[config.mk]
export PLATFORM = sky130hd
export DESIGN_NAME = router_node
export DESIGN_NICKNAME = d
export VERILOG_FILES = /design/src/common/router_pkg.sv /design/src/link/link_rx.sv /design/src/link/link_tx.sv /design/src/router/input_unit.sv /design/src/router/output_port.sv /design/src/hdl/router_node.sv
export SDC_FILE = /design/constraint.sdc
export NUM_CORES = 1
export LEC_CHECK = 0
export ABC_CLOCK_PERIOD_IN_PS = 11200
export BUFFER_PORTS_ARGS = -buffer_cell sky130_fd_sc_hd__buf_2
export CAP_MARGIN = 20
export CELL_PAD_IN_SITES_DETAIL_PLACEMENT = 0
export CELL_PAD_IN_SITES_GLOBAL_PLACEMENT = 1
export CORE_MARGIN = 4
export CORE_UTILIZATION = 57
export CTS_BUF_LIST = sky130_fd_sc_hd__clkbuf_16
export DETAILED_ROUTE_END_ITERATION = 16
export GPL_TIMING_DRIVEN = 0
export PLACE_DENSITY_LB_ADDON = 0.12
export RECOVER_POWER = 50
export SLEW_MARGIN = 15
export SYNTH_ARGS = -nofsm -noshare
export SYNTH_HDL_FRONTEND = slang
export SYNTH_SLANG_ARGS = --single-unit
[constraint.sdc]
create_clock -name clk -period 11.2 [get_ports clk]
set_input_delay 0.56 -clock clk [delete_from_list [all_inputs] [get_ports clk]]
set_output_delay 0.56 -clock clk [all_outputs]
set_load 0.01 [all_outputs]
[src/common/router_pkg.sv]
// shared types and widths for the mesh router node
package router_pkg;

	// node number in the 2x2 mesh
	localparam int DEST_W = 2;

	localparam int PAYLOAD_W = 14;

	// link word carries dest in the top bits, then payload
	localparam int LINK_DATA_W = DEST_W + PAYLOAD_W;

	// local, rx/tx side a, rx/tx side b
	localparam int NUM_PORTS = 3;

	// flit inside the router, frame flags active high
	typedef struct packed {
		logic                 sof;
		logic                 eof;
		logic [DEST_W-1:0]    dest;
		logic                 rem;
		logic [PAYLOAD_W-1:0] payload;
	} flit_t;

	// LocalLink word as seen on the wire
	typedef struct packed {
		logic                   sof_n;
		logic                   eof_n;
		logic                   rem;
		logic [LINK_DATA_W-1:0] data;
	} ll_t;

	// output ports; inputs use the same numbering
	typedef enum logic [1:0] {
		PORT_LOCAL = 2'd0,
		PORT_TX_A  = 2'd1,
		PORT_TX_B  = 2'd2
	} port_e;

endpackage

[src/link/link_rx.sv]
`timescale 1ns/1ps

// LocalLink receive register, cannot stall the sender
module link_rx (
	input  logic              clk,
	input  logic              rst_n,
	input  router_pkg::ll_t   rx,
	input  logic              src_rdy_n,
	output logic              flit_valid,
	output router_pkg::flit_t flit
);

	logic in_frame;
	logic accept;

	// stray words between frames are dropped unless they open one
	assign accept = !src_rdy_n && (in_frame || !rx.sof_n);

	always_ff @(posedge clk or negedge rst_n) begin
		if (!rst_n) begin
			in_frame   <= 1'b0;
			flit_valid <= 1'b0;
		end else begin
			flit_valid <= accept;
			if (accept)
				in_frame <= rx.eof_n;
		end
	end

	// data word splits into dest on top, payload below
	always_ff @(posedge clk) begin
		if (accept) begin
			flit.sof     <= !rx.sof_n;
			flit.eof     <= !rx.eof_n;
			flit.dest    <= rx.data[router_pkg::LINK_DATA_W-1 -: router_pkg::DEST_W];
			flit.rem     <= rx.rem;
			flit.payload <= rx.data[router_pkg::PAYLOAD_W-1:0];
		end
	end

endmodule

[src/link/link_tx.sv]
`timescale 1ns/1ps

// one-word LocalLink transmit slice
module link_tx (
	input  logic              clk,
	input  logic              rst_n,
	input  logic              in_valid,
	input  router_pkg::flit_t in_flit,
	output logic              in_ready,
	output router_pkg::ll_t   tx,
	output logic              src_rdy_n,
	input  logic              dst_rdy_n
);

	logic full_q;
	logic leaving;
	router_pkg::flit_t data_q;

	assign leaving  = full_q && !dst_rdy_n;
	// refill in the same cycle the held word goes out
	assign in_ready = !full_q || leaving;

	always_ff @(posedge clk or negedge rst_n) begin
		if (!rst_n)
			full_q <= 1'b0;
		else if (in_valid && in_ready)
			full_q <= 1'b1;
		else if (leaving)
			full_q <= 1'b0;
	end

	always_ff @(posedge clk) begin
		if (in_valid && in_ready)
			data_q <= in_flit;
	end

	// back to active-low framing on the wire
	assign src_rdy_n = !full_q;
	assign tx.sof_n  = !data_q.sof;
	assign tx.eof_n  = !data_q.eof;
	assign tx.rem    = data_q.rem;
	assign tx.data   = {data_q.dest, data_q.payload};

endmodule

[src/router/input_unit.sv]
`timescale 1ns/1ps

// per-input flit buffer with route lookup on the head start flit
module input_unit #(
	parameter int NODE_ID   = 3,
	parameter int BUF_DEPTH = 8
) (
	input  logic                                clk,
	input  logic                                rst_n,
	input  logic                                wr_valid,
	input  router_pkg::flit_t                   wr_flit,
	output logic                                not_full,
	output logic                                room,
	output logic                                head_valid,
	output router_pkg::flit_t                   head_flit,
	output logic [router_pkg::NUM_PORTS-1:0]    req,
	input  logic                                pop
);

	localparam int PTR_W = $clog2(BUF_DEPTH);
	localparam int CNT_W = $clog2(BUF_DEPTH + 1);
	localparam logic [router_pkg::DEST_W-1:0] MY_ID = NODE_ID[router_pkg::DEST_W-1:0];

	router_pkg::flit_t mem [BUF_DEPTH];
	logic [PTR_W-1:0] wr_ptr;
	logic [PTR_W-1:0] rd_ptr;
	logic [CNT_W-1:0] count;
	logic push;
	router_pkg::port_e route_q;
	router_pkg::port_e cur_route;

	// fixed mesh rule, low dest bit picks the link side
	function automatic router_pkg::port_e route_of(input logic [router_pkg::DEST_W-1:0] dest);
		if (dest == MY_ID)
			return router_pkg::PORT_LOCAL;
		if (dest[0] != MY_ID[0])
			return router_pkg::PORT_TX_A;
		return router_pkg::PORT_TX_B;
	endfunction

	assign not_full   = count < CNT_W'(BUF_DEPTH);
	assign room       = count < CNT_W'(BUF_DEPTH - 2);
	assign head_valid = count != '0;
	assign head_flit  = mem[rd_ptr];
	assign push       = wr_valid && not_full;

	// body flits follow the route latched from their start flit
	assign cur_route = head_flit.sof ? route_of(head_flit.dest) : route_q;

	always_comb begin
		for (int i = 0; i < router_pkg::NUM_PORTS; i++)
			req[i] = head_valid && (int'(cur_route) == i);
	end

	always_ff @(posedge clk) begin
		if (push)
			mem[wr_ptr] <= wr_flit;
	end

	always_ff @(posedge clk or negedge rst_n) begin
		if (!rst_n) begin
			wr_ptr  <= '0;
			rd_ptr  <= '0;
			count   <= '0;
			route_q <= router_pkg::PORT_LOCAL;
		end else begin
			if (push)
				wr_ptr <= (wr_ptr == PTR_W'(BUF_DEPTH - 1)) ? '0 : wr_ptr + 1'b1;
			if (pop)
				rd_ptr <= (rd_ptr == PTR_W'(BUF_DEPTH - 1)) ? '0 : rd_ptr + 1'b1;
			if (push && !pop)
				count <= count + 1'b1;
			else if (pop && !push)
				count <= count - 1'b1;
			if (pop && head_flit.sof)
				route_q <= cur_route;
		end
	end

endmodule

[src/router/output_port.sv]
`timescale 1ns/1ps

// wormhole allocator for one output, round robin between packets
module output_port (
	input  logic                                          clk,
	input  logic                                          rst_n,
	input  logic [router_pkg::NUM_PORTS-1:0]              head_valid,
	input  router_pkg::flit_t [router_pkg::NUM_PORTS-1:0] head_flit,
	input  logic [router_pkg::NUM_PORTS-1:0]              req,
	output logic [router_pkg::NUM_PORTS-1:0]              pop,
	output logic                                          out_valid,
	output router_pkg::flit_t                             out_flit,
	input  logic                                          out_ready
);

	localparam int N     = router_pkg::NUM_PORTS;
	localparam int IDX_W = $clog2(N);

	typedef enum logic {
		ST_IDLE,
		ST_LOCKED
	} state_e;

	state_e state_q;
	logic [IDX_W-1:0] owner_q;
	logic [IDX_W-1:0] prio_q;
	logic [IDX_W-1:0] grant_idx;
	logic [IDX_W-1:0] next_prio;
	logic [IDX_W-1:0] sel;
	logic found;
	logic sel_valid;

	// first start flit asking for us, searching from prio_q
	always_comb begin
		int idx;
		found     = 1'b0;
		grant_idx = '0;
		for (int k = 0; k < N; k++) begin
			idx = (int'(prio_q) + k) % N;
			if (!found && req[idx] && head_valid[idx] && head_flit[idx].sof) begin
				found     = 1'b1;
				grant_idx = IDX_W'(idx);
			end
		end
	end

	assign next_prio = (grant_idx == IDX_W'(N - 1)) ? '0 : grant_idx + 1'b1;

	assign sel = (state_q == ST_LOCKED) ? owner_q : grant_idx;
	assign sel_valid = (state_q == ST_LOCKED) ? (head_valid[owner_q] && req[owner_q]) : found;

	assign out_valid = sel_valid;
	assign out_flit  = head_flit[sel];

	always_comb begin
		pop = '0;
		if (sel_valid && out_ready)
			pop[sel] = 1'b1;
	end

	always_ff @(posedge clk or negedge rst_n) begin
		if (!rst_n) begin
			state_q <= ST_IDLE;
			owner_q <= '0;
			prio_q  <= '0;
		end else begin
			case (state_q)
				ST_IDLE: begin
					if (found) begin
						owner_q <= grant_idx;
						prio_q  <= next_prio;
						// lock even when stalled so the shown flit stays put
						if (!(out_ready && out_flit.eof))
							state_q <= ST_LOCKED;
					end
				end
				ST_LOCKED: begin
					if (sel_valid && out_ready && out_flit.eof)
						state_q <= ST_IDLE;
				end
				default: state_q <= ST_IDLE;
			endcase
		end
	end

endmodule

[src/hdl/router_node.sv]
`timescale 1ns/1ps

// one node of the 2x2 mesh: inject/eject port plus two LocalLink sides
module router_node #(
	parameter int NODE_ID   = 3,
	parameter int BUF_DEPTH = 8
) (
	input  logic              clk,
	input  logic              rst_n,
	input  logic              inj_valid,
	input  router_pkg::flit_t inj_flit,
	output logic              inj_ready,
	output logic              ej_valid,
	output router_pkg::flit_t ej_flit,
	input  logic              ej_ready,
	input  router_pkg::ll_t   rx_a,
	input  router_pkg::ll_t   rx_b,
	input  logic              rx_a_src_rdy_n,
	input  logic              rx_b_src_rdy_n,
	output logic              rx_a_nonfull,
	output logic              rx_b_nonfull,
	output router_pkg::ll_t   tx_a,
	output router_pkg::ll_t   tx_b,
	output logic              tx_a_src_rdy_n,
	output logic              tx_b_src_rdy_n,
	input  logic              tx_a_dst_rdy_n,
	input  logic              tx_b_dst_rdy_n
);

	localparam int N = router_pkg::NUM_PORTS;

	logic [N-1:0] wr_valid;
	logic [N-1:0] not_full;
	logic [N-1:0] room;
	logic [N-1:0] head_valid;
	logic [N-1:0] out_valid;
	logic [N-1:0] out_ready;
	router_pkg::flit_t [N-1:0] wr_flit;
	router_pkg::flit_t [N-1:0] head_flit;
	router_pkg::flit_t [N-1:0] out_flit;

	// indexed [input][output]
	logic [N-1:0] req_from_in [N];
	logic [N-1:0] pop_to_in [N];
	// indexed [output][input]
	logic [N-1:0] req_to_out [N];
	logic [N-1:0] pop_from_out [N];

	// local inject and eject
	assign wr_valid[router_pkg::PORT_LOCAL] = inj_valid;
	assign wr_flit[router_pkg::PORT_LOCAL]  = inj_flit;
	assign inj_ready = not_full[router_pkg::PORT_LOCAL];
	assign ej_valid  = out_valid[router_pkg::PORT_LOCAL];
	assign ej_flit   = out_flit[router_pkg::PORT_LOCAL];
	assign out_ready[router_pkg::PORT_LOCAL] = ej_ready;

	// link senders need the two-word margin
	assign rx_a_nonfull = room[router_pkg::PORT_TX_A];
	assign rx_b_nonfull = room[router_pkg::PORT_TX_B];

	link_rx u_rx_a (
		.clk        (clk),
		.rst_n      (rst_n),
		.rx         (rx_a),
		.src_rdy_n  (rx_a_src_rdy_n),
		.flit_valid (wr_valid[router_pkg::PORT_TX_A]),
		.flit       (wr_flit[router_pkg::PORT_TX_A])
	);

	link_rx u_rx_b (
		.clk        (clk),
		.rst_n      (rst_n),
		.rx         (rx_b),
		.src_rdy_n  (rx_b_src_rdy_n),
		.flit_valid (wr_valid[router_pkg::PORT_TX_B]),
		.flit       (wr_flit[router_pkg::PORT_TX_B])
	);

	for (genvar i = 0; i < N; i++) begin : g_in
		input_unit #(
			.NODE_ID   (NODE_ID),
			.BUF_DEPTH (BUF_DEPTH)
		) u_in (
			.clk        (clk),
			.rst_n      (rst_n),
			.wr_valid   (wr_valid[i]),
			.wr_flit    (wr_flit[i]),
			.not_full   (not_full[i]),
			.room       (room[i]),
			.head_valid (head_valid[i]),
			.head_flit  (head_flit[i]),
			.req        (req_from_in[i]),
			.pop        (|pop_to_in[i])
		);

		// swap request and pop grids between input and output view
		for (genvar o = 0; o < N; o++) begin : g_xbar
			assign req_to_out[o][i] = req_from_in[i][o];
			assign pop_to_in[i][o]  = pop_from_out[o][i];
		end
	end

	for (genvar o = 0; o < N; o++) begin : g_out
		output_port u_out (
			.clk        (clk),
			.rst_n      (rst_n),
			.head_valid (head_valid),
			.head_flit  (head_flit),
			.req        (req_to_out[o]),
			.pop        (pop_from_out[o]),
			.out_valid  (out_valid[o]),
			.out_flit   (out_flit[o]),
			.out_ready  (out_ready[o])
		);
	end

	link_tx u_tx_a (
		.clk       (clk),
		.rst_n     (rst_n),
		.in_valid  (out_valid[router_pkg::PORT_TX_A]),
		.in_flit   (out_flit[router_pkg::PORT_TX_A]),
		.in_ready  (out_ready[router_pkg::PORT_TX_A]),
		.tx        (tx_a),
		.src_rdy_n (tx_a_src_rdy_n),
		.dst_rdy_n (tx_a_dst_rdy_n)
	);

	link_tx u_tx_b (
		.clk       (clk),
		.rst_n     (rst_n),
		.in_valid  (out_valid[router_pkg::PORT_TX_B]),
		.in_flit   (out_flit[router_pkg::PORT_TX_B]),
		.in_ready  (out_ready[router_pkg::PORT_TX_B]),
		.tx        (tx_b),
		.src_rdy_n (tx_b_src_rdy_n),
		.dst_rdy_n (tx_b_dst_rdy_n)
	);

endmodule

==> results of run 1 <==
-- power groups by stage --
stage	clock, mW	sequential [mW]	combinational, mW
global placement	0	3.04	3.39
global route	2.03	3.04	3.76
floorplan	0	2.98	2.38
detailed placement	0	3.05	3.49
finish	1.89	3.01	3.50
CTS	1.93	3.01	3.51
-- critical path: stages, from the launching register on --
cell and delay, ns:
dfrtp_1 0.42, buf_1 0.55, mux4_2 0.35, mux2_2 0.28, nand4_2 0.22, nor3_1 0.44
o311ai_2 0.19, a21oi_1 0.28, o21a_1 0.21, clkbuf_1 0.47, clkbuf_1 0.49, o22ai_1 0.29
buf_2 0.26
-- worst paths after layout --
check | from | to | slack [ns] | depth (start not counted)
worst max-delay path | g_in[0].u_in.rd_ptr[1] | ej_flit[16] | 5.56 | 12
worst min-delay path | rx_b[13] | u_rx_b.flit[13] | 0.12 | 1
min in group asynchronous | rst_n | g_in[0].u_in.rd_ptr[2] | 0.99 | 2
worst max register to register | g_in[0].u_in.rd_ptr[1] | g_in[1].u_in.count[3] | 6.01 | 17
worst min register to register | g_out[2].u_out.prio_q[1] | g_out[2].u_out.prio_q[1] | 0.51 | 2
max in group asynchronous | rst_n | u_rx_b.flit_valid | 7.72 | 3
-- cell usage after synthesis, drive strengths merged, types with 3 or more instances --
cell type / count
nand3: 7
a211oi: 4
o22ai: 41
nand2: 49
o211ai: 6
a22o: 6
nand2b: 10
or4: 4
dfrtp: 57
nor3: 17
mux2: 53
inv: 41
a22oi: 25
ha: 27
o31ai: 5
edfxtp: 532
clkbuf: 30
a21oi: 22
a211o: 3
fa: 3
a21o: 18
mux4: 110
o21a: 4
nor3b: 4
and2: 4
a32o: 5
xnor2: 10
a221o: 3
a31oi: 6
buf: 66
nor2b: 13
nand3b: 3
nor2: 53
nand4: 5
or2: 6
o311ai: 3
or3: 5
nor4: 4
mux2i: 63
o21ai: 48
-- kinds of logic after synthesis --
group / Yosys count / synth area share [%]
buf+inv: 138 / 2.84
fa+ha+maj: 30 / 1.60
simple gates: 188 / 3.76
flops: 589 / 70.1
compound gates: 218 / 6.18
mux: 226 / 15.1
xor+xnor: 12 / 0.423
-- routing by layer --
| layer | vias up | GRT usage (%) |
|---|---|---|
| met5 | - | 0 |
| met4 | 0 | 7.77 |
| met3 | 86 | 3.35 |
| met2 | 452 | 38.6 |
| met1 | 7037 | 34.9 |
| li1 | 6042 | - |
-- layout make-up --
cell class	instances	area share [%]
Sequential cell	589	61.2
Clock buffer	59	5.20
Tap cell	585	2.58
Multi-Input combinational cell	674	24.1
Buffer	96	1.88
Timing Repair Buffer	153	3.08
Inverter	42	0.555
Clock inverter	48	1.37
-- sequential cells by signal, summed over array words and instances, names as in the netlist --
register             flops
u_rx_a.flit_valid        1
g_in.u_in.rd_ptr         9
u_tx_b.full_q            1
u_rx_b.flit             19
u_tx_a.data_q            2
u_rx_b.in_frame          1
g_in.u_in.mem          456
u_tx_b.tx               17
u_tx_b.data_q            2
u_rx_a.in_frame          1
g_in.u_in.count         12
u_tx_a.full_q            1
g_in.u_in.wr_ptr         9
u_tx_a.tx               17
g_out.u_out.owner_q      6
u_rx_a.flit             19
g_in.u_in.route_q        6
u_rx_b.flit_valid        1
g_out.u_out.state_q      3
g_out.u_out.prio_q       6
==> flow_summary_export.csv, run 1 <==
group,metric,value,unit
power,power_frac_seq,35.8,%
layout,regArea,0.0174,mm2
drt,routed_wl,55700,um
floorplan,die_h,217,um
drt,dr_wl_met3,3120,um
synthesis,synth_top_area_share,64.3,%
layout,n_antenna_cell,0,
status,status,"finished, violations left",
timing,setup_slack,5.56,ns
floorplan,rows,76,
cts,root_buffer,"clkbuf_16",
critical_path,worstSetupPathType,"reg -> out",
drt,route.met2.wl,27100,um
drt,ant_nets,0,
global_routing,antenna_found_initial,0,
synthesis,synth-edff-count,532,
layout,fin_nets,1709,
cts,post_cts_resized,0,
power,p_comb_share,41.6,%
placement,gp_congestion,0.879,
layout,stdcell_count,2246,
synthesis,synthCells,1401,
timing,tns,0,ns
global_routing,grt_overflow_total,0,
cts,clk_pin_slew,0.06,ns
layout,fillers,2999,
cts,clock_sinks,589,
synthesis,synth.avg_cell_area,17.7,um2
synthesis,syn_area,0.0248,mm2
placement,dpl_cell_area,0.0266,mm2
cts,cts.htree.levels,2,
synthesis,yosys.area.top_type,"edfxtp_1",
layout,multi_input_area,0.00685,mm2
synthesis,ys_seq_area_share,70.1,%
floorplan,initial_core_util,57.6,%
drt,num_vias,13600,
layout,final_core_util,66.0,%
timing,worst_pin_slew,2.42,ns
cts,post_cts_buffers,0,
cts,cts_tree,"yes",
drt,firstDrtPassIters,7,
power,total_power,8.40,mW
layout,layout-drive-gt1-share,27.4,%
timing,max_clock_freq,177,MHz
layout,layout_common_cells,"532 x edfxtp_1, 110 x mux4_2, 103 x buf_2",
drt,drt-met1-wl,23800,um
power,p_int,5.35,mW
timing,period_minus_slack,5.64,ns
global_routing,grt_max_degree,32,
drt,highest_layer,"met4",
floorplan,core_area,0.0431,mm2
drt,dr.first_iter.drc_count,1235,
power,swShare,36.3,%
critical_path,cp-start-kind,"register",
power,powerDensity,296,mW/mm2
layout,area_growth,14.4,%
power,p_leak,9.83,nW
critical_path,cp-end-kind,"primary output",
timing,post-route-period-util,50.4,%
floorplan,die_area,0.0470,mm2
drt,drcViolationCount,0,
status,violations,"max-capacitance violations, max-slew violations",
synthesis,yosys_warnings,0,
floorplan,die_w,217,um
placement,dp_cells,2136,
timing,relSlewSlack,-61.0,%
global_routing,grt_pass1_wl,85100,um
layout,fin_area,0.0284,mm2
cts,insertion_delay,0.62,ns
job,drv_cap,4,
global_routing,grt_usage,24.1,%
timing,final-max-slew-violation-count,106,
timing,finalHoldViolations,0,
synthesis,async_flop_share,9.68,%
synthesis,ys.flop_type,"edfxtp_1",
timing,rsz0062_at_grt,"false",
critical_path,cp.required,10.64,ns
global_routing,grt_pass1_vias,13800,
drt,wire_per_inst,24.8,um
floorplan,top_level_ports,128,
cts,cts_max_path_buffers,3,
critical_path,worst-path-max-fanout,10,
power,ir_worst_vdd,189,uV
placement,io_buffers,127,
synthesis,synth-seq-cells,589,
hold_path,hold_class,"in -> reg",
timing,fin_hold_ws,0.122,ns
layout,mostFrequentLayoutCell,"edfxtp_1",
synthesis,synth_fp_nets,1496,
synthesis,synth.area.top_cells,"edfxtp_1 64%, mux4_2 10%, dfrtp_1 5.7%, mux2i_1 2.4%, mux2_2 2.0%",
cts,hold_buffers,1,
synthesis,synth_cell_types,82,
timing,finalSetupViolCount,0,
placement,pre_cts_ws,5.60,ns
drt,viasPerCell,6.06,
cts,numCtsBuffers,58,
power,pwr-share-clk,22.6,%
power,p_sw,3.05,mW
placement,hpwl,38700,um
critical_path,crit_arrival,5.08,ns
timing,clock_skew,0.0256,ns
Power figures use the tool's default switching activity.
==> run 2, diff against run 1 <==
- ABC_CLOCK_PERIOD_IN_PS: 11200 -> 5640
- CORE_UTILIZATION: 57 -> 53
- clock period: 11.2 -> 5.64 ns (I/O delays scaled with it)
==> flow_summary_export.csv, run 2 (synthesized netlist as in run 1, its figures left out) <==
group,metric,value,unit
drt,firstDrtPassIters,6,
critical_path,max_stage_delay,0.81,ns
critical_path,cp.required,5.36,ns
drt,ant_nets,0,
power,powerDensity,576,mW/mm2
floorplan,die_w,224,um
timing,tns,0,ns
timing,final-max-slew-violation-count,80,
drt,route.met2.wl,26300,um
drt,drcViolationCount,0,
timing,max_clock_freq,190,MHz
floorplan,core_area,0.0465,mm2
timing,clock_skew,0.0201,ns
status,violations,"max-capacitance violations, max-slew violations",
critical_path,cp-start-kind,"register",
layout,stdcell_count,2323,
power,total_power,16.7,mW
critical_path,worst-path-max-fanout,10,
cts,root_buffer,"clkbuf_16",
drt,viasPerCell,5.89,
hold_path,hold_class,"in -> reg",
drt,highest_layer,"met4",
placement,dp_cells,2152,
critical_path,crit_arrival,4.99,ns
global_routing,grt_overflow_total,0,
floorplan,die_h,224,um
critical_path,cp-end-kind,"primary output",
placement,pre_cts_ws,0.0433,ns
critical_path,worstSetupPathType,"reg -> out",
cts,clock_sinks,589,
layout,area_growth,16.7,%
drt,dr_wl_met3,3910,um
critical_path,cp_cell_sequence,"buf_6 -> mux4_2 -> mux2i_2 -> nor2_2 -> and4_4 -> buf_6 -> o311ai_2 -> a21oi_1 -> a21oi_1 -> clkbuf_1 -> o22ai_1 -> buf_2",
layout,layout-drive-gt1-share,26.3,%
hold_path,whs_endpoint,"u_tx_a.full_q",
critical_path,timing.rr.start,"g_in[1].u_in.rd_ptr[1]",
critical_path,reg2reg_setup_slack,0.44,ns
placement,io_buffers,127,
drt,routed_wl,57200,um
power,ir_worst_vdd,335,uV
power,p_sw,6.12,mW
global_routing,antenna_found_initial,1,
drt,wire_per_inst,24.6,um
placement,gp_congestion,0.823,
layout,reg_top3,"g_in.u_in.mem x456, u_rx_a.flit x19, u_rx_b.flit x19",
power,swShare,36.7,%
global_routing,grt_pass1_vias,13900,
cts,cts_max_path_buffers,3,
layout,fin_nets,1762,
floorplan,top_level_ports,128,
global_routing,grt_pass1_wl,86200,um
status,status,"finished, violations left",
timing,finalHoldViolations,0,
hold_path,holdPathStages,3,
layout,regMostFlops,"g_in.u_in.mem",
cts,cts_tree,"yes",
timing,post-route-period-util,93.5,%
timing,finalSetupViolCount,0,
power,p_comb_share,41.9,%
timing,setup_slack,0.365,ns
cts,cts.htree.levels,2,
cts,post_cts_buffers,0,
floorplan,rows,79,
power,pwr-share-clk,22.3,%
job,drv_cap,3,
layout,fillers,3413,
floorplan,die_area,0.0504,mm2
layout,n_antenna_cell,0,
power,p_int,10.6,mW
power,power_frac_seq,35.8,%
timing,period_minus_slack,5.28,ns
cts,clk_pin_slew,0.06,ns
critical_path,critPathSlowestCell,"a21oi_1",
placement,hpwl,39000,um
cts,insertion_delay,0.62,ns
drt,num_vias,13700,
timing,rsz0062_at_grt,"false",
floorplan,initial_core_util,53.4,%
critical_path,r2r-end,"g_in[1].u_in.count[3]",
critical_path,reg2reg_depth,20,
timing,relSlewSlack,-56.0,%
drt,drt-met1-wl,24600,um
global_routing,grt_usage,22.9,%
power,p_leak,10.0,nW
drt,dr.first_iter.drc_count,1531,
layout,largest_register_ffs,456,
layout,layout_common_cells,"532 x edfxtp_1, 110 x mux4_2, 101 x buf_2",
timing,worst_pin_slew,2.34,ns
layout,mostFrequentLayoutCell,"edfxtp_1",
global_routing,grt_max_degree,34,
hold_path,hp-start,"tx_a_dst_rdy_n",
cts,numCtsBuffers,58,
[run 2: changes by cell type in the layout (fill, tap and decap cells not counted), moves of 2 or more]
cell           delta
dlygate4sd3_1    +61
inv_1             +3
buf_8             -5
clkinv_2          -3
buf_2             -2
clkbuf_1          -2
clkbuf_2          +2
clkinvlp_4        +4
nor2_4            +7
clkinv_1          -2
nor2_2            -7
[run 2: cell type report]
| class | instances | area (um2) | area share, % |
|---|---|---|---|
| buffer | 96 | 543 | 1.87 |
| timing repair buffer | 206 | 1370 | 4.73 |
| multi-input combinational | 674 | 6890 | 23.8 |
| clock inverter | 51 | 392 | 1.35 |
| tap | 607 | 759 | 2.62 |
| inverter | 42 | 158 | 0.544 |
| clock buffer | 58 | 1450 | 5.01 |
| sequential | 589 | 17400 | 60.1 |
[run 2: worst max-delay path: cells and delay by family, from the launching register on]
kind,cells,cell delay [ns]
buf+inv,4,0.97
simple gates,2,0.36
flops,1,0.36
mux,2,1.05
compound gates,4,1.61
[run 2: power groups by stage]
stage	clock network [mW]	registers, mW	logic, mW
final	3.73	5.97	7.00
after floorplan	0	5.91	4.74
after detailed placement	0	6.06	6.97
after global routing	4.00	6.03	7.57
after global placement	0	6.05	6.79
after CTS	3.80	5.97	7.04
[run 2: how the worst max path moves through the flow]
stage                                start                     to  slack, ns
finish              g_in[2].u_in.rd_ptr[1]            ej_flit[12]       0.36
global route        g_in[1].u_in.rd_ptr[1]  g_in[1].u_in.count[3]       0.06
CTS                 g_in[0].u_in.rd_ptr[1]            ej_flit[16]       0.24
detailed placement  g_in[0].u_in.rd_ptr[1]  g_in[1].u_in.count[3]       0.04
global placement    g_in[0].u_in.rd_ptr[1]  g_in[1].u_in.count[3]      -0.50
floorplan           g_in[1].u_in.rd_ptr[0]  g_in[1].u_in.count[3]       0.82
[run 2: metrics by stage]
stage / area, um2 / util [%] / hold slack (ns)
6_report: 29000 / 62.4 / 0.0711
4_1_cts: 29100 / 62.5 / 0.00596
2_1_floorplan: 24800 / - / -0.0136
3_5_place_dp: 26600 / 57.2 / 0.229
3_3_place_gp: 26200 / 56.4 / 0.458
5_1_grt: 29000 / 62.4 / 0.0445
[run 2: timing repair]
item	4_1_cts	5_1_grt
gates resized for setup	1	4
cloned	0	0
endpoints found under the setup margin	1	9
hold endpoints to repair	253	0
hold buffers	62	0
pin swaps	0	0
[run 2: metal layers]
layer	GRT usage (%)	vias up
li1	-	6161
met1	32.9	6967
met2	34.8	456
met3	4.46	96
met4	10.0	0
met5	0	-
